File: src/design/ntt_bfly_pkg.sv
// widths, modulus, Barrett constants, latencies, mode type and lane-wise modular helpers
`default_nettype none

package ntt_bfly_pkg;

    // lane and operand geometry
    localparam int LANE_W = 16;
    localparam int LANES  = 8;
    localparam int DATA_W = LANE_W * LANES;

    // Falcon modulus
    localparam int Q = 12289;

    // Barrett reduction, valid for products below 2^BARRETT_K
    // q*q is about 1.51e8, under 2^28
    localparam int BARRETT_K = 28;
    localparam int BARRETT_M = (1 << BARRETT_K) / Q;

    // pipeline depths in clock cycles
    localparam int MUL_LATENCY  = 3;
    // accept edge to o_vld, including the issue register
    localparam int PIPE_LATENCY = 6;

    typedef logic [LANE_W-1:0] lane_t;
    typedef logic [DATA_W-1:0] data_t;

    // low bit of the old 2-bit mode field: NTT=10, iNTT=11
    typedef enum logic {
        MODE_NTT  = 1'b0,
        MODE_INTT = 1'b1
    } bfly_mode_t;

    // (x + y) mod q, both inputs below q
    // sum stays under 2q, so 16 bits never overflow
    function automatic lane_t mod_add(lane_t x, lane_t y);
        lane_t s;
        s = x + y;
        if (s >= lane_t'(Q)) begin
            s = s - lane_t'(Q);
        end
        return s;
    endfunction

    // (x - y) mod q, both inputs below q
    // a borrow wraps mod 2^16, adding q brings it back into range
    function automatic lane_t mod_sub(lane_t x, lane_t y);
        lane_t d;
        d = x - y;
        if (x < y) begin
            d = d + lane_t'(Q);
        end
        return d;
    endfunction

    // x/2 mod q; odd values borrow one q first
    function automatic lane_t mod_half(lane_t x);
        lane_t h;
        if (x[0]) begin
            h = (x + lane_t'(Q)) >> 1;
        end else begin
            h = x >> 1;
        end
        return h;
    endfunction

endpackage

`default_nettype wire

File: src/design/bfly_issue_if.sv
// issue bundle from the controller to the lanes and the valid delay line
`default_nettype none

interface bfly_issue_if;

    // one-cycle strobe per accepted butterfly
    logic                     vld;
    // current mode, stable while anything is in flight
    ntt_bfly_pkg::bfly_mode_t mode;
    // registered operands, all eight lanes packed
    ntt_bfly_pkg::data_t      a;
    ntt_bfly_pkg::data_t      b;
    ntt_bfly_pkg::data_t      g;

    // controller side
    modport src (
        output vld,
        output mode,
        output a,
        output b,
        output g
    );

    // lanes and valid delay line
    modport snk (
        input vld,
        input mode,
        input a,
        input b,
        input g
    );

endinterface

`default_nettype wire

File: src/design/delay_line.sv
// reset-cleared shift register of any payload type, aligns data with the pipeline
`default_nettype none

module delay_line #(
    parameter int  DEPTH = 1,
    parameter type T     = logic
) (
    input  wire  clk,
    input  wire  rst_n,
    input  wire T i_d,
    output T     o_q
);

    // stage 0 takes the input, last stage drives the output
    T stages [DEPTH];

    always_ff @(posedge clk or negedge rst_n) begin
        if (!rst_n) begin
            for (int i = 0; i < DEPTH; i++) begin
                stages[i] <= T'(0);
            end
        end else begin
            stages[0] <= i_d;
            // shift towards the output
            for (int i = 1; i < DEPTH; i++) begin
                stages[i] <= stages[i-1];
            end
        end
    end

    assign o_q = stages[DEPTH-1];

endmodule

`default_nettype wire

File: src/design/mod_mul.sv
// three-stage lane multiplier mod q with Barrett reduction
`default_nettype none

module mod_mul (
    input  wire                      clk,
    input  wire                      rst_n,
    input  wire ntt_bfly_pkg::lane_t i_x,
    input  wire ntt_bfly_pkg::lane_t i_y,
    output ntt_bfly_pkg::lane_t      o_p
);

    // product of two values below q fits in BARRETT_K bits
    localparam int PROD_W = ntt_bfly_pkg::BARRETT_K;
    // product times m, shifted right by k leaves a lane-wide quotient
    localparam int EST_W  = ntt_bfly_pkg::BARRETT_K + ntt_bfly_pkg::LANE_W;

    localparam logic [PROD_W-1:0] Q_P   = PROD_W'(ntt_bfly_pkg::Q);
    localparam logic [PROD_W-1:0] Q2_P  = PROD_W'(2 * ntt_bfly_pkg::Q);
    localparam logic [EST_W-1:0]  M_EST = EST_W'(ntt_bfly_pkg::BARRETT_M);

    logic [PROD_W-1:0]   x_ext;
    logic [PROD_W-1:0]   y_ext;
    logic [PROD_W-1:0]   prod_s1;
    logic [PROD_W-1:0]   prod_s2;
    logic [EST_W-1:0]    est;
    ntt_bfly_pkg::lane_t qhat_s2;
    logic [PROD_W-1:0]   rem;
    logic [PROD_W-1:0]   rem_fix;

    assign x_ext = PROD_W'(i_x);
    assign y_ext = PROD_W'(i_y);

    // quotient estimate, undershoots the true quotient by at most 2
    assign est = EST_W'(prod_s1) * M_EST;

    // remainder lands in [0, 3q)
    always_comb begin
        rem = prod_s2 - PROD_W'(qhat_s2) * Q_P;
        if (rem >= Q2_P) begin
            rem_fix = rem - Q2_P;
        end else if (rem >= Q_P) begin
            rem_fix = rem - Q_P;
        end else begin
            rem_fix = rem;
        end
    end

    always_ff @(posedge clk or negedge rst_n) begin
        if (!rst_n) begin
            prod_s1 <= '0;
            prod_s2 <= '0;
            qhat_s2 <= '0;
            o_p     <= '0;
        end else begin
            // stage 1: raw product
            prod_s1 <= x_ext * y_ext;
            // stage 2: quotient estimate, product carried alongside
            qhat_s2 <= ntt_bfly_pkg::LANE_W'(est >> ntt_bfly_pkg::BARRETT_K);
            prod_s2 <= prod_s1;
            // stage 3: corrected remainder, below q
            o_p     <= ntt_bfly_pkg::LANE_W'(rem_fix);
        end
    end

endmodule

`default_nettype wire

File: src/design/bfly_lane.sv
// one 16-bit lane, Cooley-Tukey (NTT) or Gentleman-Sande (iNTT) butterfly with output register
`default_nettype none

module bfly_lane #(
    parameter int LANE = 0
) (
    input  wire                 clk,
    input  wire                 rst_n,
    bfly_issue_if.snk           issue,
    output ntt_bfly_pkg::lane_t o_a,
    output ntt_bfly_pkg::lane_t o_b
);

    localparam int LSB = LANE * ntt_bfly_pkg::LANE_W;

    ntt_bfly_pkg::lane_t a_in;
    ntt_bfly_pkg::lane_t b_in;
    ntt_bfly_pkg::lane_t g_in;
    ntt_bfly_pkg::lane_t g_dly;
    ntt_bfly_pkg::lane_t as_x;
    ntt_bfly_pkg::lane_t as_y;
    ntt_bfly_pkg::lane_t as_sum_r;
    ntt_bfly_pkg::lane_t as_diff_r;
    ntt_bfly_pkg::lane_t mul_x;
    ntt_bfly_pkg::lane_t mul_y;
    ntt_bfly_pkg::lane_t mul_p;
    ntt_bfly_pkg::lane_t comp_d;
    ntt_bfly_pkg::lane_t comp_q;
    logic                is_intt;

    // mode is frozen while items are in flight
    assign is_intt = (issue.mode == ntt_bfly_pkg::MODE_INTT);

    assign a_in = issue.a[LSB +: ntt_bfly_pkg::LANE_W];
    assign b_in = issue.b[LSB +: ntt_bfly_pkg::LANE_W];
    assign g_in = issue.g[LSB +: ntt_bfly_pkg::LANE_W];

    // shared add/sub register
    // iNTT uses it first (a, b), NTT uses it after the multiplier
    assign as_x = is_intt ? a_in : comp_q;
    assign as_y = is_intt ? b_in : mul_p;

    always_ff @(posedge clk) begin
        as_sum_r  <= ntt_bfly_pkg::mod_add(as_x, as_y);
        as_diff_r <= ntt_bfly_pkg::mod_sub(as_x, as_y);
    end

    // twiddle one cycle late, lines up with the iNTT difference
    delay_line #(
        .DEPTH (1),
        .T     (ntt_bfly_pkg::lane_t)
    ) u_g_dly (
        .clk   (clk),
        .rst_n (rst_n),
        .i_d   (g_in),
        .o_q   (g_dly)
    );

    // NTT: b*g straight from issue
    // iNTT: (a-b)*g one stage later
    assign mul_x = is_intt ? as_diff_r : b_in;
    assign mul_y = is_intt ? g_dly : g_in;

    mod_mul u_mul (
        .clk   (clk),
        .rst_n (rst_n),
        .i_x   (mul_x),
        .i_y   (mul_y),
        .o_p   (mul_p)
    );

    // companion operand rides beside the multiplier
    // a for NTT, a+b for iNTT
    assign comp_d = is_intt ? as_sum_r : a_in;

    delay_line #(
        .DEPTH (ntt_bfly_pkg::MUL_LATENCY),
        .T     (ntt_bfly_pkg::lane_t)
    ) u_comp_dly (
        .clk   (clk),
        .rst_n (rst_n),
        .i_d   (comp_d),
        .o_q   (comp_q)
    );

    // output register, fifth cycle after issue in both modes
    always_ff @(posedge clk) begin
        if (is_intt) begin
            // (a+b)/2 and ((a-b)*g)/2
            o_a <= ntt_bfly_pkg::mod_half(comp_q);
            o_b <= ntt_bfly_pkg::mod_half(mul_p);
        end else begin
            // a+b*g and a-b*g from the add/sub register
            o_a <= as_sum_r;
            o_b <= as_diff_r;
        end
    end

endmodule

`default_nettype wire

File: src/flat_wrapper.sv
// flat-port wrapper written by rule: the top's interface ports become plain ports
module bfly_lane_flat 
#(
    parameter int LANE = 0
)
  (clk, rst_n, o_a, o_b, issue_vld, issue_mode, issue_a, issue_b, issue_g);
  bfly_issue_if issue_i ();
  input  wire clk;
  input  wire rst_n;
  output ntt_bfly_pkg::lane_t o_a;
  output ntt_bfly_pkg::lane_t o_b;
  input wire logic [$bits(issue_i.vld)-1:0] issue_vld;
  input wire logic [$bits(issue_i.mode)-1:0] issue_mode;
  input wire logic [$bits(issue_i.a)-1:0] issue_a;
  input wire logic [$bits(issue_i.b)-1:0] issue_b;
  input wire logic [$bits(issue_i.g)-1:0] issue_g;
  assign issue_i.vld = issue_vld;
  assign issue_i.mode = issue_mode;
  assign issue_i.a = issue_a;
  assign issue_i.b = issue_b;
  assign issue_i.g = issue_g;
  bfly_lane #(.LANE(LANE)) u_core (.clk(clk), .rst_n(rst_n), .issue(issue_i), .o_a(o_a), .o_b(o_b));
endmodule
File: config.mk
export PLATFORM = sky130hd
export DESIGN_NAME = bfly_lane_flat
export DESIGN_NICKNAME = d
export VERILOG_FILES = /design/src/design/ntt_bfly_pkg.sv /design/src/design/bfly_issue_if.sv /design/src/design/delay_line.sv /design/src/design/mod_mul.sv /design/src/design/bfly_lane.sv /design/src/flat_wrapper.sv
export SDC_FILE = /design/constraint.sdc
export NUM_CORES = 2
export LEC_CHECK = 0
export BUFFER_PORTS_ARGS = -buffer_cell sky130_fd_sc_hd__buf_2
export CORE_ASPECT_RATIO = 0.8
export CORE_MARGIN = 2
export CORE_UTILIZATION = 25
export CTS_CLUSTER_DIAMETER = 40
export CTS_CLUSTER_SIZE = 14
export DETAILED_ROUTE_END_ITERATION = 7
export GPL_TIMING_DRIVEN = 0
export HOLD_SLACK_MARGIN = 0.1
export PLACE_DENSITY = 0.4
export SLEW_MARGIN = 10
export SYNTH_ARGS = -nofsm -noshare
export SYNTH_HDL_FRONTEND = slang
export SYNTH_SLANG_ARGS = --single-unit
File: constraint.sdc
create_clock -name clk -period 16.9 [get_ports clk]
set_input_delay 3.38 -clock clk [delete_from_list [all_inputs] [get_ports clk]]
set_output_delay 3.38 -clock clk [all_outputs]
set_load 0.03 [all_outputs]
== Yosys cells after proc, flatten, opt, wreduce, memory -nomap -nowiden ==
Cells that the tools add are included.

* Multiply operators: 3
* Add/sub/neg operators: 9
* $lt $le $gt $ge: 4
* Multiplexer cells: 13

{| class="wikitable"
|+ Operators with widths
! cell !! number
|-
| $mux 16 || 11
|-
| $add 16x14->16 const B || 3
|-
| $mul 28x15->43 const B || 1
|-
| $sub 16x14->16 const B || 2
|-
| $mux 15 || 2
|-
| $ge 28x14->1 const B || 1
|-
| $ge 28x15->1 const B || 1
|-
| $mul 15x14->28 const B || 1
|-
| $mul 16x16->28 || 1
|-
| $sub 28x28->28 || 1
|-
| $add 16x16->16 || 1
|-
| $ge 16x14->1 const B || 1
|-
| $lt 16x16->1 || 1
|-
| $sub 16x15->16 const B || 1
|-
| $sub 16x16->16 || 1
|}

* Register bits after elaboration: 215
* Word-level logic and storage cells: 41
* Output and inout bits: 32
* Input port bits: 388

== Longest topological paths before layout ==
* Word-level depth: 5
* Mapped depth: 28
* Mapped depth without buffers: 25

== Cells and area by module ==
A second synthesis with hierarchy kept.

* Cell total of the unflattened synthesis: 3074
* Area total of the unflattened synthesis: 29035.3 µm²

{| class="wikitable"
|+ Modules (own cells, without submodules)
! module !! sequential area each (µm²) !! area an instance (µm²) !! times used !! cells each
|-
| mod_mul || 2177.1 || 21637.0 || 1 || 2319
|-
| bfly_lane || 1281.2 || 5676.7 || 1 || 675
|-
| delay_line at u_core.u_comp_dly || 1201.2 || 1321.3 || 1 || 64
|-
| delay_line at u_core.u_g_dly || 400.4 || 400.4 || 1 || 16
|}

== Worst setup path before layout ==
No wires, ideal clock.

* Path kind: input-to-reg
* From: in issue_mode
* To: reg u_core.u_mul.prod_s1[27]
* Buffers on the path: 4
* Arrival: 10265 ps
* Path slack: 6510 ps
* Required time: 16775 ps
* Setup time: 125 ps
* Stages: 27
* Path through: clkbuf_1 -> clkbuf_1 -> buf_1 -> clkbuf_1 -> mux2i_1 -> nor2_1 -> fa_1 -> inv_1 -> fa_1 -> fa_1 -> fa_1 -> inv_1 -> fa_1 -> inv_1 -> fa_1 -> inv_1 -> ha_1 -> a21o_1 -> a21oi_1 -> nor2_1 -> a31oi_1 -> a41o_1 -> o21a_1 -> a21oi_1 -> a21oi_1 -> o21ai_0 -> xnor2_1

* Word-level cells in the longest chain between the ends: 2
* Elaborated cells on any way between the ends: 3
* Classes of those cells: mul: 1; mux: 2

{| class="wikitable"
|+ RTL lines
! what !! line !! source
|-
| from (decl) || flat_wrapper.sv:13 || <nowiki>input wire logic [$bits(issue_i.mode)-1:0] issue_mode;</nowiki>
|-
| $mux 16 (on tied branches) || bfly_lane.sv:61, bfly_lane.sv:62 ||
|-
| $mul 16x16->28 (*) || mod_mul.sv:56 || <nowiki>prod_s1 <= x_ext * y_ext;</nowiki>
|-
| to (signal assigned) || mod_mul.sv:56 ||
|-
| to (decl) || mod_mul.sv:23 || <nowiki>logic [PROD_W-1:0] prod_s1;</nowiki>
|}

Every way passes the cells marked *; elsewhere a longest branch is shown, timed or not.

== Final worst setup path ==
Ends and elaborated chain as after synthesis.

==> run metrics <==
status finished clean; CTS Root Cell clkbuf_16; worst hold path class flop to flop; CP Launch Type primary input; Mapped Avg Cell Area 9.53 um2; Starting Density about 25%; TritonCTS clock tree yes; Die Y slightly above 300 um; setup TNS 0 ns; RSZ-0062 raised after global routing no; hold_buf cts 0; WHS Path Cells 0; register area share after synthesis between 10% and 20%; CP required 17.33 ns; asr flop ratio synth 70.2%; cts repair resizes 0; WL final ~84000 um; Ports 420; Total Nets Final 4248; Reg clk slew, reported paths 0.06 ns; Fill cells 11800; TritonCTS buffer count 42; Clk Latency, worst-skew pair 0.61 ns; critical-path maximum fanout 10; worst slew pin tran 1.25 ns; final hold vios 0; PortBufs 81; CTS Sinks 215; per-cell routed wire length ~18 um; mapped cell area about 28000 um2; Worst slew margin 14.6%; Post-Syn Instances 2944; CP endpoint kind flop; vias in the first global route 20500; Placed Area 30400 um2; DP Worst Slack 4.44 ns; ratio of cells with drive above 1 in the final layout 8.60%; design area 31800 um2; first-pass GRT wire length 129000 um; crit path kind primary input to flop; Final ANT Viol Nets 0; total of warnings raised by yosys 0; Arr. time, crit path 12.43 ns; largest net degree at the start of global routing 93; Slew Limit Fails 0; maximum clock rate 83.3 MHz; Vias/cell 4.32; H-Tree Depth 2; Main synth FF type dfrtp_1; gr usage total 14.9%; Layout area overhead 13.3%; crit path time final around 12 ns; row count 109; Finish-stage setup viols 0; EDFF count, synth 0; Core Area about 110000 um2; Cell variety after synth 90; postcts setup bufs 0; Synth Register Bits 215; initial antenna violation count 4; die area about 110000 um2; final worst-path cycle share 71.0%; clk buf depth 3; Worst Reg-to-Reg Cells 22; total global routing overflow 0; Die Wd between 300 and 400 um; DRT iter0 DRCs between 1000 and 1500; DRC Markers 0; Final GP Congestion 0.837; clk_skew 0.0521 ns; post-DP HPWL 69700 um; Pre-antenna DRT Iters 4; maxcap violations 0; fin worst setup slack 4.90 ns; Syn Nets 4122; vias 19900
[final cells by class]
type	count	area, um2	area share, %
diodes	2	5.00	0.0157
clock inverters	27	256	0.807
inverters	656	2460	7.75
well taps	1498	1870	5.90
clock buffers	51	1140	3.60
multi-input cells	2021	20300	63.8
repair buffers	82	443	1.39
flip-flops and latches	215	5060	15.9
plain buffers	52	245	0.772
[kinds of logic after synthesis]
group,after synthesis,share of synthesized area (%)
AOI/OAI and AO/OA,322,7.69
buffers and inverters,708,9.66
adders and majority gates,790,44.6
and+or+nand+nor,624,10.2
muxes,125,4.77
xor gates and xnor gates,160,5.00
DFF,215,18.0
[worst paths after layout]
kind,startpoint,slack (ns),to
max,issue_mode,4.90,u_core.u_mul.prod_s1[27]
min,u_core.u_comp_dly.stages[30],0.35,u_core.u_comp_dly.o_q[14]
max reg2reg,u_core.as_diff_r[10],9.75,u_core.u_mul.prod_s1[27]
min reg2reg,u_core.u_comp_dly.stages[30],0.35,u_core.u_comp_dly.o_q[14]
max in group asynchronous,rst_n,13.30,u_core.u_mul.prod_s1[16]
min in group asynchronous,rst_n,2.69,u_core.u_comp_dly.o_q[11]
[synthesized netlist by cell type (all sizes together), types with 17 or more instances]
cell type	instances	area share, %
inv	656	8.8
ha	441	20
fa	349	25
nor2	226	3.0
nand2	191	2.6
dfrtp	151	13
a21oi	112	2.0
xnor2	103	3.2
mux2	70	2.8
dfxtp	64	4.6
xor2	57	1.8
mux2i	55	2.0
o21ai	45	0.82
nor3	42	0.75
clkbuf	40	0.55
a21o	38	1.0
nand3	33	0.59
and3	21	0.48
nand2b	18	0.46
nor2b	17	0.38
[cells in the final DEF (no fill, tap or decap), drive strengths merged, types with 13 or more instances in the layout]
cell      n
inv     665
nor3     42
nor2b    17
o21a     13
mux2i    55
nand4    13
xnor2   103
dfrtp   151
nand2b   18
a21o     38
clkbuf   91
ha      441
xor2     57
nor2    226
buf      93
nand3    33
a21oi   112
o21ai    45
nand2   191
mux2     70
fa      349
and3     21
dfxtp    64
[metrics by stage]
step / utilization (%) / std cells / hold WS [ns]
CTS: 28.6 / 4602 / 0.348
finish: 28.7 / 4604 / 0.347
global route: 28.7 / 4602 / 0.348
detailed placement: 27.4 / 4524 / 0.335
global placement: 27.3 / 4523 / 0.331
floorplan: - / 2944 / 0.331
[layer usage]
metal  routed length, um  track usage (%)
met5                   0                0
met4                 826             2.07
met3                4690             3.09
met2               33000             20.5
met1               45000             23.9
[flip-flops by register name, indices dropped and copies added, names as in the netlist]
signal,count
u_core.as_sum_r,16
u_core.u_mul.prod_s2,28
u_core.u_mul.qhat_s2,15
u_core.u_mul.o_p,16
u_core.as_diff_r,16
u_core.o_b,16
u_core.u_g_dly.o_q,16
u_core.o_a,16
u_core.u_comp_dly.stages,32
u_core.u_mul.prod_s1,28
u_core.u_comp_dly.o_q,16
[critical path, stage by stage]
cell and delay [ns]:
clkbuf_1 0.51, clkbuf_1 0.45, buf_1 0.86, clkbuf_1 0.69, mux2i_1 0.95, nor2_1 0.15, fa_1 0.57, inv_1 0.06
fa_1 0.50, fa_1 0.46, fa_1 0.56, inv_1 0.05, fa_1 0.47, inv_1 0.05, fa_1 0.52, inv_1 0.04
ha_1 0.34, a21o_1 0.18, a21oi_1 0.15, nor2_1 0.05, a31oi_1 0.28, a41o_1 0.32, o21a_1 0.18, a21oi_1 0.08
a21oi_1 0.21, o21ai_0 0.18, xnor2_1 0.16
Power is left out: the tool's default activity adds up to more than one toggle a clock period on the data nets, which glitch-free logic cannot reach.
