File: src/design/ntt_bfly_pkg.sv
// widths, modulus, Barrett constants, latencies, mode type and lane-wise modular helpers
`default_nettype none

package ntt_bfly_pkg;

    // lane and operand geometry
    localparam int LANE_W = 16;
    localparam int LANES  = 8;
    localparam int DATA_W = LANE_W * LANES;

    // Falcon modulus
    localparam int Q = 12289;

    // Barrett reduction, valid for products below 2^BARRETT_K
    // q*q is about 1.51e8, under 2^28
    localparam int BARRETT_K = 28;
    localparam int BARRETT_M = (1 << BARRETT_K) / Q;

    // pipeline depths in clock cycles
    localparam int MUL_LATENCY  = 3;
    // accept edge to o_vld, including the issue register
    localparam int PIPE_LATENCY = 6;

    typedef logic [LANE_W-1:0] lane_t;
    typedef logic [DATA_W-1:0] data_t;

    // low bit of the old 2-bit mode field: NTT=10, iNTT=11
    typedef enum logic {
        MODE_NTT  = 1'b0,
        MODE_INTT = 1'b1
    } bfly_mode_t;

    // (x + y) mod q, both inputs below q
    // sum stays under 2q, so 16 bits never overflow
    function automatic lane_t mod_add(lane_t x, lane_t y);
        lane_t s;
        s = x + y;
        if (s >= lane_t'(Q)) begin
            s = s - lane_t'(Q);
        end
        return s;
    endfunction

    // (x - y) mod q, both inputs below q
    // a borrow wraps mod 2^16, adding q brings it back into range
    function automatic lane_t mod_sub(lane_t x, lane_t y);
        lane_t d;
        d = x - y;
        if (x < y) begin
            d = d + lane_t'(Q);
        end
        return d;
    endfunction

    // x/2 mod q; odd values borrow one q first
    function automatic lane_t mod_half(lane_t x);
        lane_t h;
        if (x[0]) begin
            h = (x + lane_t'(Q)) >> 1;
        end else begin
            h = x >> 1;
        end
        return h;
    endfunction

endpackage

`default_nettype wire

File: src/design/bfly_issue_if.sv
// issue bundle from the controller to the lanes and the valid delay line
`default_nettype none

interface bfly_issue_if;

    // one-cycle strobe per accepted butterfly
    logic                     vld;
    // current mode, stable while anything is in flight
    ntt_bfly_pkg::bfly_mode_t mode;
    // registered operands, all eight lanes packed
    ntt_bfly_pkg::data_t      a;
    ntt_bfly_pkg::data_t      b;
    ntt_bfly_pkg::data_t      g;

    // controller side
    modport src (
        output vld,
        output mode,
        output a,
        output b,
        output g
    );

    // lanes and valid delay line
    modport snk (
        input vld,
        input mode,
        input a,
        input b,
        input g
    );

endinterface

`default_nettype wire

File: src/design/bfly_ctrl.sv
// input handshake, mode-switch drain FSM, since-accept counter and operand buffer
`default_nettype none

module bfly_ctrl (
    input  wire                             clk,
    input  wire                             rst_n,
    input  wire                             i_vld,
    input  wire ntt_bfly_pkg::bfly_mode_t   i_mode,
    input  wire ntt_bfly_pkg::data_t        i_a,
    input  wire ntt_bfly_pkg::data_t        i_b,
    input  wire ntt_bfly_pkg::data_t        i_g,
    output logic                            o_rdy,
    bfly_issue_if.src                       issue
);

    // counter must reach PIPE_LATENCY and hold there
    localparam int               CNT_W   = $clog2(ntt_bfly_pkg::PIPE_LATENCY + 1);
    localparam logic [CNT_W-1:0] CNT_MAX = CNT_W'(ntt_bfly_pkg::PIPE_LATENCY);

    typedef enum logic {
        ST_READY,
        ST_DRAIN
    } state_t;

    state_t                   state;
    state_t                   state_next;
    logic [CNT_W-1:0]         cnt;
    ntt_bfly_pkg::bfly_mode_t mode_r;
    logic                     mode_diff;
    logic                     drained;
    logic                     accept;

    assign mode_diff = (i_mode != mode_r);
    // nothing left in the pipeline once cnt saturates
    assign drained   = (cnt == CNT_MAX);

    // stall as soon as a request asks for the other mode
    assign o_rdy  = (state == ST_READY) && !(i_vld && mode_diff);
    assign accept = i_vld && o_rdy;

    // READY -> DRAIN on a mode request, back once the pipe is empty
    always_comb begin
        state_next = state;
        case (state)
            ST_READY: begin
                if (i_vld && mode_diff) begin
                    state_next = ST_DRAIN;
                end
            end
            ST_DRAIN: begin
                if (drained) begin
                    state_next = ST_READY;
                end
            end
        endcase
    end

    always_ff @(posedge clk or negedge rst_n) begin
        if (!rst_n) begin
            state <= ST_READY;
        end else begin
            state <= state_next;
        end
    end

    // cycles since the last accept, starts out saturated (empty pipe)
    always_ff @(posedge clk or negedge rst_n) begin
        if (!rst_n) begin
            cnt <= CNT_MAX;
        end else if (accept) begin
            cnt <= '0;
        end else if (!drained) begin
            cnt <= cnt + 1'b1;
        end
    end

    // mode only moves at the end of a drain
    always_ff @(posedge clk or negedge rst_n) begin
        if (!rst_n) begin
            mode_r <= ntt_bfly_pkg::MODE_NTT;
        end else if (state == ST_DRAIN && drained) begin
            mode_r <= i_mode;
        end
    end

    assign issue.mode = mode_r;

    // issue strobe, one cycle after the accepting edge
    always_ff @(posedge clk or negedge rst_n) begin
        if (!rst_n) begin
            issue.vld <= 1'b0;
        end else begin
            issue.vld <= accept;
        end
    end

    // operand buffer, loaded only on accept
    always_ff @(posedge clk) begin
        if (accept) begin
            issue.a <= i_a;
            issue.b <= i_b;
            issue.g <= i_g;
        end
    end

endmodule

`default_nettype wire

File: src/flat_wrapper.sv
// flat-port wrapper written by rule: the top's interface ports become plain ports
module bfly_ctrl_flat 
  (clk, rst_n, i_vld, i_mode, i_a, i_b, i_g, o_rdy, issue_vld, issue_mode, issue_a, issue_b, issue_g);
  bfly_issue_if issue_i ();
  input  wire clk;
  input  wire rst_n;
  input  wire i_vld;
  input  wire ntt_bfly_pkg::bfly_mode_t i_mode;
  input  wire ntt_bfly_pkg::data_t i_a;
  input  wire ntt_bfly_pkg::data_t i_b;
  input  wire ntt_bfly_pkg::data_t i_g;
  output logic o_rdy;
  output wire logic [$bits(issue_i.vld)-1:0] issue_vld;
  output wire logic [$bits(issue_i.mode)-1:0] issue_mode;
  output wire logic [$bits(issue_i.a)-1:0] issue_a;
  output wire logic [$bits(issue_i.b)-1:0] issue_b;
  output wire logic [$bits(issue_i.g)-1:0] issue_g;
  assign issue_vld = issue_i.vld;
  assign issue_mode = issue_i.mode;
  assign issue_a = issue_i.a;
  assign issue_b = issue_i.b;
  assign issue_g = issue_i.g;
  bfly_ctrl u_core (.clk(clk), .rst_n(rst_n), .i_vld(i_vld), .i_mode(i_mode), .i_a(i_a), .i_b(i_b), .i_g(i_g), .o_rdy(o_rdy), .issue(issue_i));
endmodule
File: config.mk
export PLATFORM = sky130hd
export DESIGN_NAME = bfly_ctrl_flat
export DESIGN_NICKNAME = d
export VERILOG_FILES = /design/src/design/ntt_bfly_pkg.sv /design/src/design/bfly_issue_if.sv /design/src/design/bfly_ctrl.sv /design/src/flat_wrapper.sv
export SDC_FILE = /design/constraint.sdc
export NUM_CORES = 1
export LEC_CHECK = 0
export ABC_AREA = 1
export BUFFER_PORTS_ARGS = -buffer_cell sky130_fd_sc_hd__buf_2
export CAP_MARGIN = 15
export CORE_AREA = 4 4 298 300
export CTS_CLUSTER_DIAMETER = 30
export DETAILED_ROUTE_END_ITERATION = 8
export DIE_AREA = 0 0 302 304
export GPL_TIMING_DRIVEN = 0
export PLACE_DENSITY_LB_ADDON = 0.3
export SKIP_CTS_REPAIR_TIMING = 1
export SYNTH_ARGS = -nofsm -noshare
export SYNTH_HDL_FRONTEND = slang
export SYNTH_SLANG_ARGS = --single-unit
File: constraint.sdc
create_clock -name clk -period 9.4 [get_ports clk]
set_clock_uncertainty 0.2 [all_clocks]
set_input_delay 1.88 -clock clk [delete_from_list [all_inputs] [get_ports clk]]
set_output_delay 1.88 -clock clk [all_outputs]
set_load 0.005 [all_outputs]
* After elaboration in Yosys (flattened, before gate mapping)
Index checks and enable logic that the tools add are counted.
** Word-level totals
- Register bits :: 390
- Input bits :: 388
- Output and inout port bits :: 387
- Word-level logic and storage cells :: 22
** Cells by class
- Add/sub/neg operators :: 1
- Eq/ne operators :: 3
- Multiplexer cells :: 5
- Bitwise logic cells :: 1
- Reductions and logical operators :: 5
** Operator list (number)
- $mux W3 :: 2
- $logic_and A1 B1 Y1 :: 4
- $add A3 B1 Y3 const B :: 1
- $eq A3 B3 Y1 const B :: 1
- $mux W1 :: 2
- $ne A2 B2 Y1 const B :: 1
- $pmux W1 S2 :: 1
- $logic_not A1 Y1 :: 1
- $ne A1 B1 Y1 :: 1
- $not A1 Y1 :: 1

* Logic depth before layout (Yosys ltp)
Gate-level depths: netlist (run 1).
- Depth after elaboration :: 6
- Mapped depth :: 8
- Depth with buffers taken out :: 8

* Worst setup path before layout (run 1)
OpenSTA, ideal clock, no wires.
- Kind :: input to register
- From :: in i_mode
- To :: reg u_core.issue.vld
- Setup time :: 930 ps
- Data arrival time :: 9590 ps
- Data required time :: 8270 ps
- Setup slack :: -1320 ps
- Stages :: 5
- Buffers on the path :: 0
- Cell sequence :: inv_1 nand2_1 nand2_1 nand3_2 inv_1
** On the way
- Word-level cells in the longest chain between the ends :: 5
** RTL lines
- start, declared :: RTL line flat_wrapper.sv:8 : input wire ntt_bfly_pkg::bfly_mode_t i_mode;
- $ne A1 B1 Y1 :: RTL line bfly_ctrl.sv:33 : assign mode_diff = (i_mode != mode_r);
- $logic_and A1 B1 Y1 :: RTL line bfly_ctrl.sv:38 : assign o_rdy = (state == ST_READY) && !(i_vld && mode_diff);
- $logic_not A1 Y1 :: RTL line bfly_ctrl.sv:38
- $logic_and A1 B1 Y1 :: RTL line bfly_ctrl.sv:38
- $logic_and A1 B1 Y1 :: RTL line bfly_ctrl.sv:39 : assign accept = i_vld && o_rdy;
- net u_core.accept :: RTL line bfly_ctrl.sv:31 : logic accept;
- end signal, assigned :: RTL line bfly_ctrl.sv:93 : issue.vld <= accept;
- end, declared :: RTL line bfly_issue_if.sv:17 : output vld,
The timed path passes the listed nets, and every way through them passes these cells.
A chain may end at the register's enable or synchronous reset.

* Worst setup path in the final report (run 1)
- From :: in i_mode
- To :: out o_rdy
** On the way
- Word-level cells in the longest chain between the ends :: 4
** RTL lines
- $ne A1 B1 Y1 :: RTL line bfly_ctrl.sv:33
- $logic_and A1 B1 Y1 :: RTL line bfly_ctrl.sv:38
- $logic_not A1 Y1 :: RTL line bfly_ctrl.sv:38
- $logic_and A1 B1 Y1 :: RTL line bfly_ctrl.sv:38
- end, declared :: RTL line flat_wrapper.sv:12 : output logic o_rdy;
Every way passes these cells.

==> summary.md, run 1 <==
| Metric | Value |
|---|---|
| Reg power frac | `0.377` |
| Pwr/cell area | `between 200 and 300 mW/mm²` |
| Die area | `roughly 0.092 mm²` |
| Mux contribution to synthesized area | `0` |
| Drt total wl | `41.4 mm` |
| H-tree levels | `3` |
| Hold path depth | `2` |
| Starting DRT DRC Count | `approximately 360` |
| Data arrival time of the worst path | `around 2.4 ns` |
| Post-Synth XOR/XNOR Area | `0` |
| Crit-path leading delay family | `buffers and inverters` |
| HP Class | `flip-flop to flip-flop` |
| Pin count of the biggest net entering global routing | `49` |
| # DRC | `0` |
| Max-slew headroom at the worst pin | `0.373` |
| Synth Area in Compound Gates | `0.00179` |
| Placed instance count | `between 2000 and 2500` |
| CTS tree | `built` |
| Crit path cell chain | `buf_2 > inv_1 > nand2_1 > nand3_1 > nand2_1 > inv_1 > buf_2` |
| Cells after Synth | `between 400 and 500` |
| Vias in the first global route | `about 8500` |
| Nets | `between 1500 and 2000` |
| Main synth FF type | `edfxtp_1` |
| Status | `completed` |
| Die H | `around 300 µm` |
| Number of vias per cell | `just over 3` |
| EDFF count, synth | `384` |
| Initial antenna violation count | `10` |
| FF+latch count, synth | `390` |
| Ys async rst share | `0.0154` |
| Clock tree sinks | `around 400` |
| Clock power share | `0.551` |
| Lkg Pwr | `8.30 nW` |
| Synth cell types | `14` |
| Fin crit share | `0.481` |
| Worst skew pair latency | `around 0.61 ns` |
| Net count after synthesis | `slightly above 800` |
| Critical Path Fanout Max | `2` |
| WL per Instance | `16.3 µm` |
| Clock tree buffer depth | `3` |
| Crit path launch type | `input pin` |
| Overall power | `5.73 mW` |
| RSZ-0062 raised after global routing | `false` |
| FP Rows | `between 100 and 150` |
| Critical path class | `input pin to output pin` |
| Setup TNS | `0 ns` |
| Setup violations, final | `0` |
| Slowest stage cell, crit path | `buf_2` |
| PortBufs | `a little under 800` |
| Comb power frac | `0.072` |
| CP Depth | `7` |
| Core area | `between 0.08 and 0.09 mm²` |
| Slew @ Worst Pin | `around 0.94 ns` |
| Critical Path RT | `approximately 7.3 ns` |
| Most frequent cell after synthesis | `edfxtp_1` |
| Vias | `around 7800` |
| Cell type with the largest total area after synthesis | `edfxtp_1` |
| Final Max Slew Viols | `0` |
| Largest cells by area after synthesis | `edfxtp_1 97%, dfrtp_1 0.84%, dfstp_2 0.44%` |
| Worst-path clk slew | `roughly 0.04 ns` |
| Final antenna-violating net count | `0` |
| Post-synth top cells | `384 x edfxtp_1, 12 x nand2_1, 11 x inv_1, 4 x dfrtp_1, 4 x nand3_1` |
| Net Sw Frac | `0.221` |
| Slowest stage delay, CP | `~0.11 ns` |
| Largest family of logic cells by synthesized area | `simple AND/OR/NAND/NOR gates` |
| Drt first pass iters | `4` |
| Initial Util | `0.138` |
| Max-capacitance violation count | `0` |
| DP HPWL | `~33 mm` |
| Root Driver | `clkbuf_16` |
| Synth Area in Simple Gates | `0.00738` |
| Die X | `between 300 and 400 µm` |
| FF-to-FF path depth | `8` |
| Final hold vios | `0` |
| Buf/Inv on CP | `4` |
| Util after Layout | `0.238` |
| Cell Int Power | `4.46 mW` |
| Share of cells above drive strength 1 | `0.680` |
| Area growth from synthesis to final layout | `72.7%` |
| First-pass GRT wire length | `around 57 mm` |
| Sequential-to-total area share from yosys stat | `0.985` |
| IO Pins | `between 700 and 800` |
| CP Capture Type | `output pin` |
| TritonCTS Buffers | `90` |
| Worst hold slack | `~0.33 ns` |
| Post-Synth Adder-Cell Area | `0.00211` |
| Worst IR drop on VDD | `0.207 mV` |
| Switching power | `about 1.3 mW` |
| Gr ovfl total | `0` |
| GRT Total Usage | `0.0855` |
| Share of the synthesized area in the top cell type | `0.972` |
| Max Clk Rate | `around 0.22 GHz` |
| Yosys warns | `0` |
| Layout Cells excl Fill | `between 2000 and 3000` |
| RePlAce Congestion | `about 0.8` |
| Fin crit period | `roughly 4.5 ns` |
| Mapped Area | `approximately 0.012 mm²` |
| Synthesized area per cell | `approximately 28 µm²` |
-- cell usage in the layout (no fill, tap or decap), drive strengths merged --
master,count
clkbuf,103
edfxtp,384
clkinv,35
a21boi,1
dfrtp,4
diode,5
dfstp,2
bufinv,14
buf,783
ha,2
inv,16
o21ai,2
clkinvlp,12
nand3,5
nand2,14
-- power by group through the flow --
stage,Sequential (mW),Combinational (mW),Clock [mW]
CTS,2.16,0.426,3.25
detailed placement,2.19,0.425,0
finish,2.16,0.411,3.15
floorplan,2.25,0.105,0
global placement,2.26,0.396,0
global route,2.17,0.458,3.35
-- final cells by class --
cell class | count | area (µm²)
Antenna cell | 5 | 12.5
Clock buffer | 103 | 2340
Clock inverter | 64 | 772
Fill cell | 9109 | 65700
Inverter | 13 | 52.6
Multi-Input combinational cell | 24 | 134
Sequential cell | 390 | 11700
Tap cell | 1155 | 1450
Timing Repair Buffer | 783 | 4050
-- sequential cells by signal, indices dropped and copies added, names as in the netlist --
name               flops
u_core.issue.b       128
u_core.issue.vld       1
u_core.issue.g       128
u_core.state           1
u_core.cnt             3
u_core.issue.mode      1
u_core.issue.a       128
-- path summary, 6_finish.rpt --
check | end | startpoint | slack, ns
max in group asynchronous | u_core.cnt[2] | rst_n | 7.87
worst min register to register | u_core.issue.mode | u_core.issue.mode | 0.33
min in group asynchronous | u_core.issue.mode | rst_n | 0.90
worst min-delay path | u_core.issue.mode | u_core.issue.mode | 0.33
worst max register to register | u_core.issue.a[78] | u_core.issue.mode | 6.54
worst max-delay path | o_rdy | i_mode | 4.88
-- through the flow --
stage	cell area [µm²]	worst slack, ns
2_1_floorplan	11900	0.906
3_3_place_gp	17200	-1.90
3_5_place_dp	17400	4.85
4_1_cts	20500	4.87
5_1_grt	20500	4.79
6_report	20500	4.88
-- kinds of logic (layout without fill, tap and decap cells) --
kind of cell	after synthesis	after routing
simple gates	19	19
other cells	0	5
compound gates	3	3
fa+ha+maj	2	2
flops	390	390
buf+inv	13	963
-- tightest hold or removal path: stages, from the launching register on --
cell     delay [ns]
dfrtp_1        0.37
nand2_1        0.08
o21ai_2        0.05
-- layer usage --
layer  GRT usage  wire length (µm)  share of wire  vias up
li1            -                 -              -     3515
met1      0.0800             13500           0.33     3698
met2       0.150             21200           0.51      492
met3      0.0488              5270           0.13       95
met4      0.0405              1460          0.035        8
met5           0                50         0.0012        -
(Power assumes the default switching activity.)
==> run 2: changes to the inputs <==
==> constraint.sdc (replaced) <==
create_clock -name clk -period 4 [get_ports clk]
set_clock_uncertainty 0.2 [all_clocks]
set_input_delay 0.8 -clock clk [delete_from_list [all_inputs] [get_ports clk]]
set_output_delay 0.8 -clock clk [all_outputs]
set_load 0.005 [all_outputs]
==> run 2 against run 1 <==
Effect of this change: die area stayed put; total power is 140% higher; register-to-register slack worse by 5.6 ns; design area is 0.62% higher; cell count is 0.20% higher; first-iteration DRC count is 3.1% lower; critical path type is now flip-flop to flip-flop; routed wire length is 1.1% lower; non-clock buffer count is 1 higher; utilization is 0.15 points higher; sequential power is 140% higher.
==> summary.md, run 2 (synthesis gave the netlist of run 1 again) <==
| Metric | Value |
|---|---|
| Commonest non-fill, non-tap cell in the layout | `buf_2 (unchanged)` |
| Most common cell on crit path | `buf_12` |
| Status | `completed (unchanged)` |
| CTS tree | `built (unchanged)` |
| Clock tree buffer depth | `3 (unchanged)` |
| Dpl cell area | `0.0174 mm² (about the same)` |
| Slew @ Worst Pin | `0.719 ns (was 0.939 ns)` |
| Core area | `0.0862 mm² (unchanged)` |
| CP Capture Type | `flip-flop (was output pin)` |
| R2R setup slack | `0.94 ns (was 6.54 ns)` |
| Die X | `302 µm (unchanged)` |
| H-tree levels | `3 (unchanged)` |
| Slowest stage delay, CP | `0.53 ns (was 0.11 ns)` |
| Worst-path clk slew | `0.05 ns (was 0.04 ns)` |
| Global route hottest layer | `met2 (unchanged)` |
| Max Clk Rate | `around 0.33 GHz` |
| Data arrival time of the worst path | `3.16 ns (was 2.44 ns)` |
| Crit-path leading delay family | `buffers and inverters (unchanged)` |
| Vias in the first global route | `8567 (was 8532)` |
| Critical path class | `flip-flop to flip-flop (was input pin to output pin)` |
| GRT Total Usage | `0.0842 (was 0.0855)` |
| Max-capacitance violation count | `0 (unchanged)` |
| Initial antenna violation count | `7 (was 10)` |
| First-pass GRT wire length | `56.0 mm (was 56.6 mm)` |
| Area growth from synthesis to final layout | `73.8% (was 72.7%)` |
| IO Pins | `775 (unchanged)` |
| Hold_sp | `i_g[22] (was u_core.issue.mode)` |
| Met2 layer usage reported by global route | `0.150 (about the same)` |
| Reg2reg end | `u_core.issue.g[44] (was u_core.issue.a[78])` |
| HP Class | `input pin to flip-flop (was flip-flop to flip-flop)` |
| Final hold vios | `0 (unchanged)` |
| Drt total wl | `41.0 mm (was 41.4 mm)` |
| Most frequent cells in the layout | `774 x buf_2, 384 x edfxtp_1, 95 x clkbuf_16 (was 774 x buf_2, 384 x edfxtp_1, 92 x clkbuf_16)` |
| Fin crit share | `0.766` |
| Worst r2r src | `u_core.issue.mode (unchanged)` |
| FF-to-FF path depth | `9 (was 8)` |
| Worst hold slack | `0.142 ns (was 0.328 ns)` |
| Pwr/cell area | `658 mW/mm² (was 279 mW/mm²)` |
| Final Max Slew Viols | `0 (unchanged)` |
| RSZ-0062 raised after global routing | `false (unchanged)` |
| Initial Util | `0.138 (unchanged)` |
| Final antenna-violating net count | `0 (unchanged)` |
| Setup violations, final | `0 (unchanged)` |
| Final instance area | `0.0206 mm² (was 0.0205 mm²)` |
| FP Rows | `108 (unchanged)` |
| Clock tree sinks | `390 (unchanged)` |
| Die H | `304 µm (unchanged)` |
| DP HPWL | `32.0 mm (was 32.7 mm)` |
| TritonCTS Buffers | `94 (was 90)` |
| PortBufs | `774 (unchanged)` |
| Setup TNS | `0 ns (unchanged)` |
| Layout Cells excl Fill | `2542 (was 2537)` |
| Share of cells above drive strength 1 | `0.680 (about the same)` |
| Slowest stage cell, crit path | `clkinvlp_4 (was buf_2)` |
| Gr ovfl total | `0 (unchanged)` |
| Hold path depth | `1 (was 2)` |
| Worst IR drop on VDD | `0.329 mV (was 0.207 mV)` |
| Fin crit period | `3.06 ns` |
| Root Driver | `clkbuf_16 (unchanged)` |
| # DRC | `0 (unchanged)` |
| Critical Path RT | `4.09 ns (was 7.32 ns)` |
| Critical Path Fanout Max | `45 (was 2)` |
| Largest regs | `u_core.issue.a x128, u_core.issue.b x128, u_core.issue.g x128 (unchanged)` |
| Die area | `0.0918 mm² (unchanged)` |
| Max-slew headroom at the worst pin | `0.519 (was 0.373)` |
| Starting DRT DRC Count | `345 (was 356)` |
| WL per Instance | `16.1 µm (was 16.3 µm)` |
| Vias | `7819 (was 7808)` |
| Crit path cell chain | `inv_1 > nand2_4 > nand2_2 > nand3_2 > clkinvlp_4 > buf_12 > buf_12 > buf_12 > buf_12 (was buf_2 > inv_1 > nand2_1 > nand3_1 > nand2_1 > inv_1 > buf_2)` |
| Overall power | `13.6 mW (was 5.73 mW)` |
| GRT met3 Usage | `0.0508 (was 0.0488)` |
| Number of vias per cell | `3.08 (about the same)` |
| Worst skew pair latency | `0.62 ns (was 0.61 ns)` |
| RePlAce Congestion | `0.784 (was 0.803)` |
| Nets | `1697 (was 1692)` |
| Lkg Pwr | `8.35 nW (was 8.30 nW)` |
| Drt first pass iters | `4 (unchanged)` |
| Crit path launch type | `flip-flop (was input pin)` |
| Pin count of the biggest net entering global routing | `47 (was 49)` |
| Met1 GRT Util | `0.0742 (was 0.0800)` |
| Buf/Inv on CP | `6 (was 4)` |
| Placed instance count | `2365 (unchanged)` |
| Min-Delay Endpoint | `u_core.issue.g[22] (was u_core.issue.mode)` |
==> run 2: how the worst max path moves through the flow <==
stage	from	to	slack, ns	depth (start not counted)
after floorplan	i_mode	u_core.issue.a[0]	-3.36	5
after global placement	i_mode	u_core.issue.a[127]	-6.30	6
after detailed placement	i_mode	u_core.issue.a[84]	0.39	9
after CTS	u_core.issue.mode	u_core.issue.g[44]	0.89	9
after global routing	u_core.issue.mode	u_core.issue.g[48]	0.75	9
final	u_core.issue.mode	u_core.issue.g[44]	0.94	9
==> run 2: layout make-up <==
cell class              count  area [µm²]
well taps                1155        1450
fillers                  9097       65600
flip-flops and latches    390       11700
inverters                  13        65.1
clock inverters            65         783
clock buffers             110        2430
multi-input cells          24         146
repair buffers            784        4060
diodes                      1        2.50
==> run 2: through the flow <==
step | utilization | setup WS [ns]
after floorplan | - | -3.36
after global placement | 0.200 | -6.30
after detailed placement | 0.202 | 0.393
after CTS | 0.239 | 0.894
after global routing | 0.239 | 0.747
final | 0.239 | 0.937
==> run 2: report_power, final <==
group,switching (mW),internal [mW]
Combinational,0.555,0.421
Sequential,0.109,4.97
Clock,2.43,5.09
Total,3.09,10.5
==> run 2: worst reg2reg max path: cells and delay by family, from the launching register on <==
| family | cells | cell delay [ns] |
|---|---|---|
| buffers and inverters | 6 | 1.86 |
| DFF | 1 | 0.41 |
| and+or+nand+nor | 3 | 0.25 |
==> run 2: per-layer routing <==
metal  share of wire  up-vias
li1                -     3525
met1            0.31     3670
met2            0.52      513
met3            0.14      105
met4           0.033        6
met5          0.0010        -
==> run 3: changes to the inputs <==
--- a/config.mk
+++ b/config.mk
@@ -5,13 +5,13 @@
 export SDC_FILE = /design/constraint.sdc
 export NUM_CORES = 1
 export LEC_CHECK = 0
-export ABC_AREA = 1
+export ABC_AREA = 0
 export BUFFER_PORTS_ARGS = -buffer_cell sky130_fd_sc_hd__buf_2
 export CAP_MARGIN = 15
-export CORE_AREA = 4 4 298 300
+export CORE_AREA = 4 4 297 299
 export CTS_CLUSTER_DIAMETER = 30
 export DETAILED_ROUTE_END_ITERATION = 8
-export DIE_AREA = 0 0 302 304
+export DIE_AREA = 0 0 301 303
 export GPL_TIMING_DRIVEN = 0
 export PLACE_DENSITY_LB_ADDON = 0.3
 export SKIP_CTS_REPAIR_TIMING = 1
==> constraint.sdc (replaced) <==
create_clock -name clk -period 2.5 [get_ports clk]
set_clock_uncertainty 0.2 [all_clocks]
set_input_delay 0.5 -clock clk [delete_from_list [all_inputs] [get_ports clk]]
set_output_delay 0.5 -clock clk [all_outputs]
set_load 0.005 [all_outputs]
==> run 3 against run 2 <==
Effect of this change: count of clock-buffer cells in the layout decreased by 3; critical path type is now flip-flop to output pin; critical endpoint is now o_rdy; sequential share of layout area decreased by 9.3 points; synthesized cell count decreased by 4.0%; hold slack got worse by 0.022 ns; area after synthesis decreased by 0.13%; total power increased by 83%; cell count increased by 14%; combinational power increased to 3.3 times the previous value; first-iteration DRC count increased by 25%; routed wire length increased by 13%; die area decreased by 0.66%; worst setup slack got worse by 0.78 ns.
==> summary.md, run 3 <==
| Metric | Value |
|---|---|
| Status | `completed (unchanged)` |
| HP Class | `input pin to flip-flop (unchanged)` |
| Hold path depth | `3 (was 1)` |
| Share of the synthesized area in the top cell type | `0.973 (was 0.972)` |
| Comb power frac | `0.129 (was 0.072)` |
| Starting DRT DRC Count | `430 (was 345)` |
| Hold_sp | `i_mode (was i_g[22])` |
| Synthesized area per cell | `28.9 µm² (was 27.8 µm²)` |
| Most frequent cell after synthesis | `edfxtp_1 (unchanged)` |
| Die H | `303 µm (was 304 µm)` |
| EDFF count, synth | `384 (unchanged)` |
| Final antenna-violating net count | `0 (unchanged)` |
| Placed instance count | `2340 (was 2365)` |
| Initial Util | `0.139 (was 0.138)` |
| Cell Int Power | `18.9 mW (was 10.5 mW)` |
| Data arrival time of the worst path | `1.64 ns (was 3.16 ns)` |
| Fin crit share | `0.938` |
| Commonest non-fill, non-tap cell in the layout | `buf_2 (unchanged)` |
| Clock power share | `0.509 (was 0.554)` |
| Pin count of the biggest net entering global routing | `40 (was 47)` |
| Reg2reg end | `u_core.issue.g[15] (was u_core.issue.g[44])` |
| Reg power frac | `0.362 (was 0.374)` |
| Max Clk Rate | `0.426 GHz` |
| Dpl ws | `-0.416 ns (was 0.393 ns)` |
| Fin crit period | `roughly 2.3 ns` |
| Die X | `301 µm (was 302 µm)` |
| Util after Layout | `0.290 (was 0.239)` |
| Synth cell types | `21 (was 14)` |
| R2R setup slack | `0.20 ns (was 0.94 ns)` |
| Worst-path clk slew | `0.05 ns (about the same)` |
| Max-capacitance violation count | `0 (unchanged)` |
| Switching power | `5.95 mW (was 3.09 mW)` |
| Cell type with the largest total area after synthesis | `edfxtp_1 (unchanged)` |
| Initial antenna violation count | `7 (unchanged)` |
| Worst hold slack | `0.120 ns (was 0.142 ns)` |
| GRT Total Usage | `0.0851 (was 0.0842)` |
| Largest cells by area after synthesis | `edfxtp_1 97%, dfrtp_1 0.84%, dfstp_2 0.44% (unchanged)` |
| Clock tree sinks | `390 (unchanged)` |
| Worst IR drop on VDD | `0.617 mV (was 0.329 mV)` |
| Clock tree buffer depth | `3 (unchanged)` |
| Mapped Area | `0.0119 mm² (about the same)` |
| Drt first pass iters | `4 (unchanged)` |
| Final hold vios | `0 (unchanged)` |
| Cells after Synth | `410 (was 427)` |
| Setup violations, final | `0 (unchanged)` |
| TritonCTS Buffers | `95 (was 94)` |
| Setup TNS | `0 ns (unchanged)` |
| IO Pins | `775 (unchanged)` |
| Pwr/cell area | `1010 mW/mm² (was 658 mW/mm²)` |
| Main synth FF type | `edfxtp_1 (unchanged)` |
| Ys async rst share | `0.0154 (unchanged)` |
| FF+latch count, synth | `390 (unchanged)` |
| Min-Delay Endpoint | `u_core.cnt[1] (was u_core.issue.g[22])` |
| Die area | `0.0912 mm² (was 0.0918 mm²)` |
| FP Rows | `107 (was 108)` |
| Vias | `9367 (was 7819)` |
| First-pass GRT wire length | `55.9 mm (was 56.0 mm)` |
| RSZ-0062 raised after global routing | `false (unchanged)` |
| Max-slew headroom at the worst pin | `0.573 (was 0.519)` |
| Critical Path RT | `1.80 ns (was 4.09 ns)` |
| Root Driver | `clkbuf_16 (unchanged)` |
| PortBufs | `774 (unchanged)` |
| Core area | `0.0851 mm² (was 0.0862 mm²)` |
| Crit path launch type | `flip-flop (unchanged)` |
| H-tree levels | `3 (unchanged)` |
| Share of cells above drive strength 1 | `0.543 (was 0.680)` |
| Nets | `2075 (was 1697)` |
| DP HPWL | `32.7 mm (was 32.0 mm)` |
| # DRC | `0 (unchanged)` |
| Layout Cells excl Fill | `2909 (was 2542)` |
| Vias in the first global route | `8670 (was 8567)` |
| Critical path class | `flip-flop to output pin (was flip-flop to flip-flop)` |
| FILL cells | `8495 (was 9097)` |
| Drt total wl | `46.4 mm (was 41.0 mm)` |
| Lkg Pwr | `10.1 nW (was 8.35 nW)` |
| Worst skew pair latency | `0.62 ns (about the same)` |
| WL per Instance | `16.0 µm (was 16.1 µm)` |
| Net count after synthesis | `800 (was 817)` |
| Post-route setup slack | `0.155 ns (was 0.937 ns)` |
| Critical Path Fanout Max | `5 (was 45)` |
| Most frequent cells in the layout | `774 x buf_2, 387 x dlygate4sd3_1, 384 x edfxtp_1 (was 774 x buf_2, 384 x edfxtp_1, 95 x clkbuf_16)` |
| Sequential-to-total area share from yosys stat | `0.986 (was 0.985)` |
| Yosys warns | `0 (unchanged)` |
| Final Max Slew Viols | `0 (unchanged)` |
| CTS tree | `built (unchanged)` |
| CP Capture Type | `output pin (was flip-flop)` |
| Slew @ Worst Pin | `0.640 ns (was 0.719 ns)` |
| RePlAce Congestion | `0.816 (was 0.784)` |
| Number of vias per cell | `3.22 (was 3.08)` |
| Area growth from synthesis to final layout | `108% (was 73.8%)` |
| Largest regs | `u_core.issue.a x128, u_core.issue.b x128, u_core.issue.g x128 (unchanged)` |
| Worst r2r src | `u_core.state (was u_core.issue.mode)` |
| Post-synth top cells | `384 x edfxtp_1, 4 x dfrtp_1, 2 x dfstp_2, 2 x ha_1, 2 x nand3_1 (was 384 x edfxtp_1, 12 x nand2_1, 11 x inv_1, 4 x dfrtp_1, 4 x nand3_1)` |
| FF-to-FF path depth | `6 (was 9)` |
| Gr ovfl total | `0 (unchanged)` |
| Net Sw Frac | `0.239 (was 0.228)` |
## run 3: cell count changes after synthesis, sizes merged, moves of 2 or more
cell	delta
nand3	-3
o21ai	-2
inv	-11
nand2	-13
## run 3: logic make-up (layout without fill, tap and decap cells)
logic type | count (synthesis) | count (layout) | share of synthesized area
adder cells (fa/ha/maj) | 2 | 2 | 0.00211
flip-flops | 390 | 390 | 0.986
AO/OA/AOI/OAI | 6 | 6 | 0.00475
XOR/XNOR | 2 | 2 | 0.00211
other | 0 | 2 | 0
AND/OR/NAND/NOR | 8 | 9 | 0.00391
multiplexers | 1 | 1 | 0.000950
buffers and inverters | 1 | 1353 | 0.000316
## run 3: worst max-delay path by stage
stage	start	slack, ns	end	depth (start not counted)
3_3_place_gp	i_mode	-7.14	u_core.issue.vld	3
2_1_floorplan	i_mode	-4.54	u_core.issue.vld	2
5_1_grt	u_core.issue.mode	0.01	o_rdy	3
6_report	u_core.issue.mode	0.16	o_rdy	3
3_5_place_dp	i_mode	-0.42	u_core.issue.g[105]	7
4_1_cts	u_core.issue.mode	-0.26	u_core.issue.g[9]	6
## run 3: layout make-up
type	count	area (µm²)	share of cell area
clock inverters	68	860	0.0348
repair buffers	1177	8030	0.325
clock buffers	107	2490	0.101
multi-input cells	20	189	0.00765
inverters	1	3.75	0.000152
flip-flops and latches	390	11700	0.473
well taps	1144	1430	0.0580
diodes	2	5.00	0.000203
## run 3: critical path, cell delays in order, from the launching register on
cell and delay, ns:
dfrtp_2 0.45, xor2_4 0.31, a21oi_1 0.12, buf_2 0.14
## run 3: metrics by stage
| step | cell area, µm² | power [mW] |
|---|---|---|
| after global placement | 17200 | 10.9 |
| after floorplan | 11900 | 10.1 |
| after CTS | 20800 | 24.7 |
| final | 24700 | 24.8 |
| after detailed placement | 17400 | 11.8 |
| after global routing | 24700 | 25.9 |
## run 3: power by group through the flow
stage	Combinational, mW	Sequential [mW]	Clock, mW
2_1_floorplan	0.637	9.44	0
3_3_place_gp	1.97	8.97	0
3_5_place_dp	2.72	9.08	0
4_1_cts	2.74	8.99	13.0
5_1_grt	3.51	9.07	13.3
6_report	3.22	8.98	12.6
## run 3: per-layer routing
metal / vias to the layer above / track usage / share of wire
li1: 4294 / - / -
met1: 4449 / 0.0794 / 0.33
met2: 522 / 0.151 / 0.54
met3: 96 / 0.0465 / 0.10
met4: 6 / 0.0414 / 0.029
met5: - / 0 / 0.00088
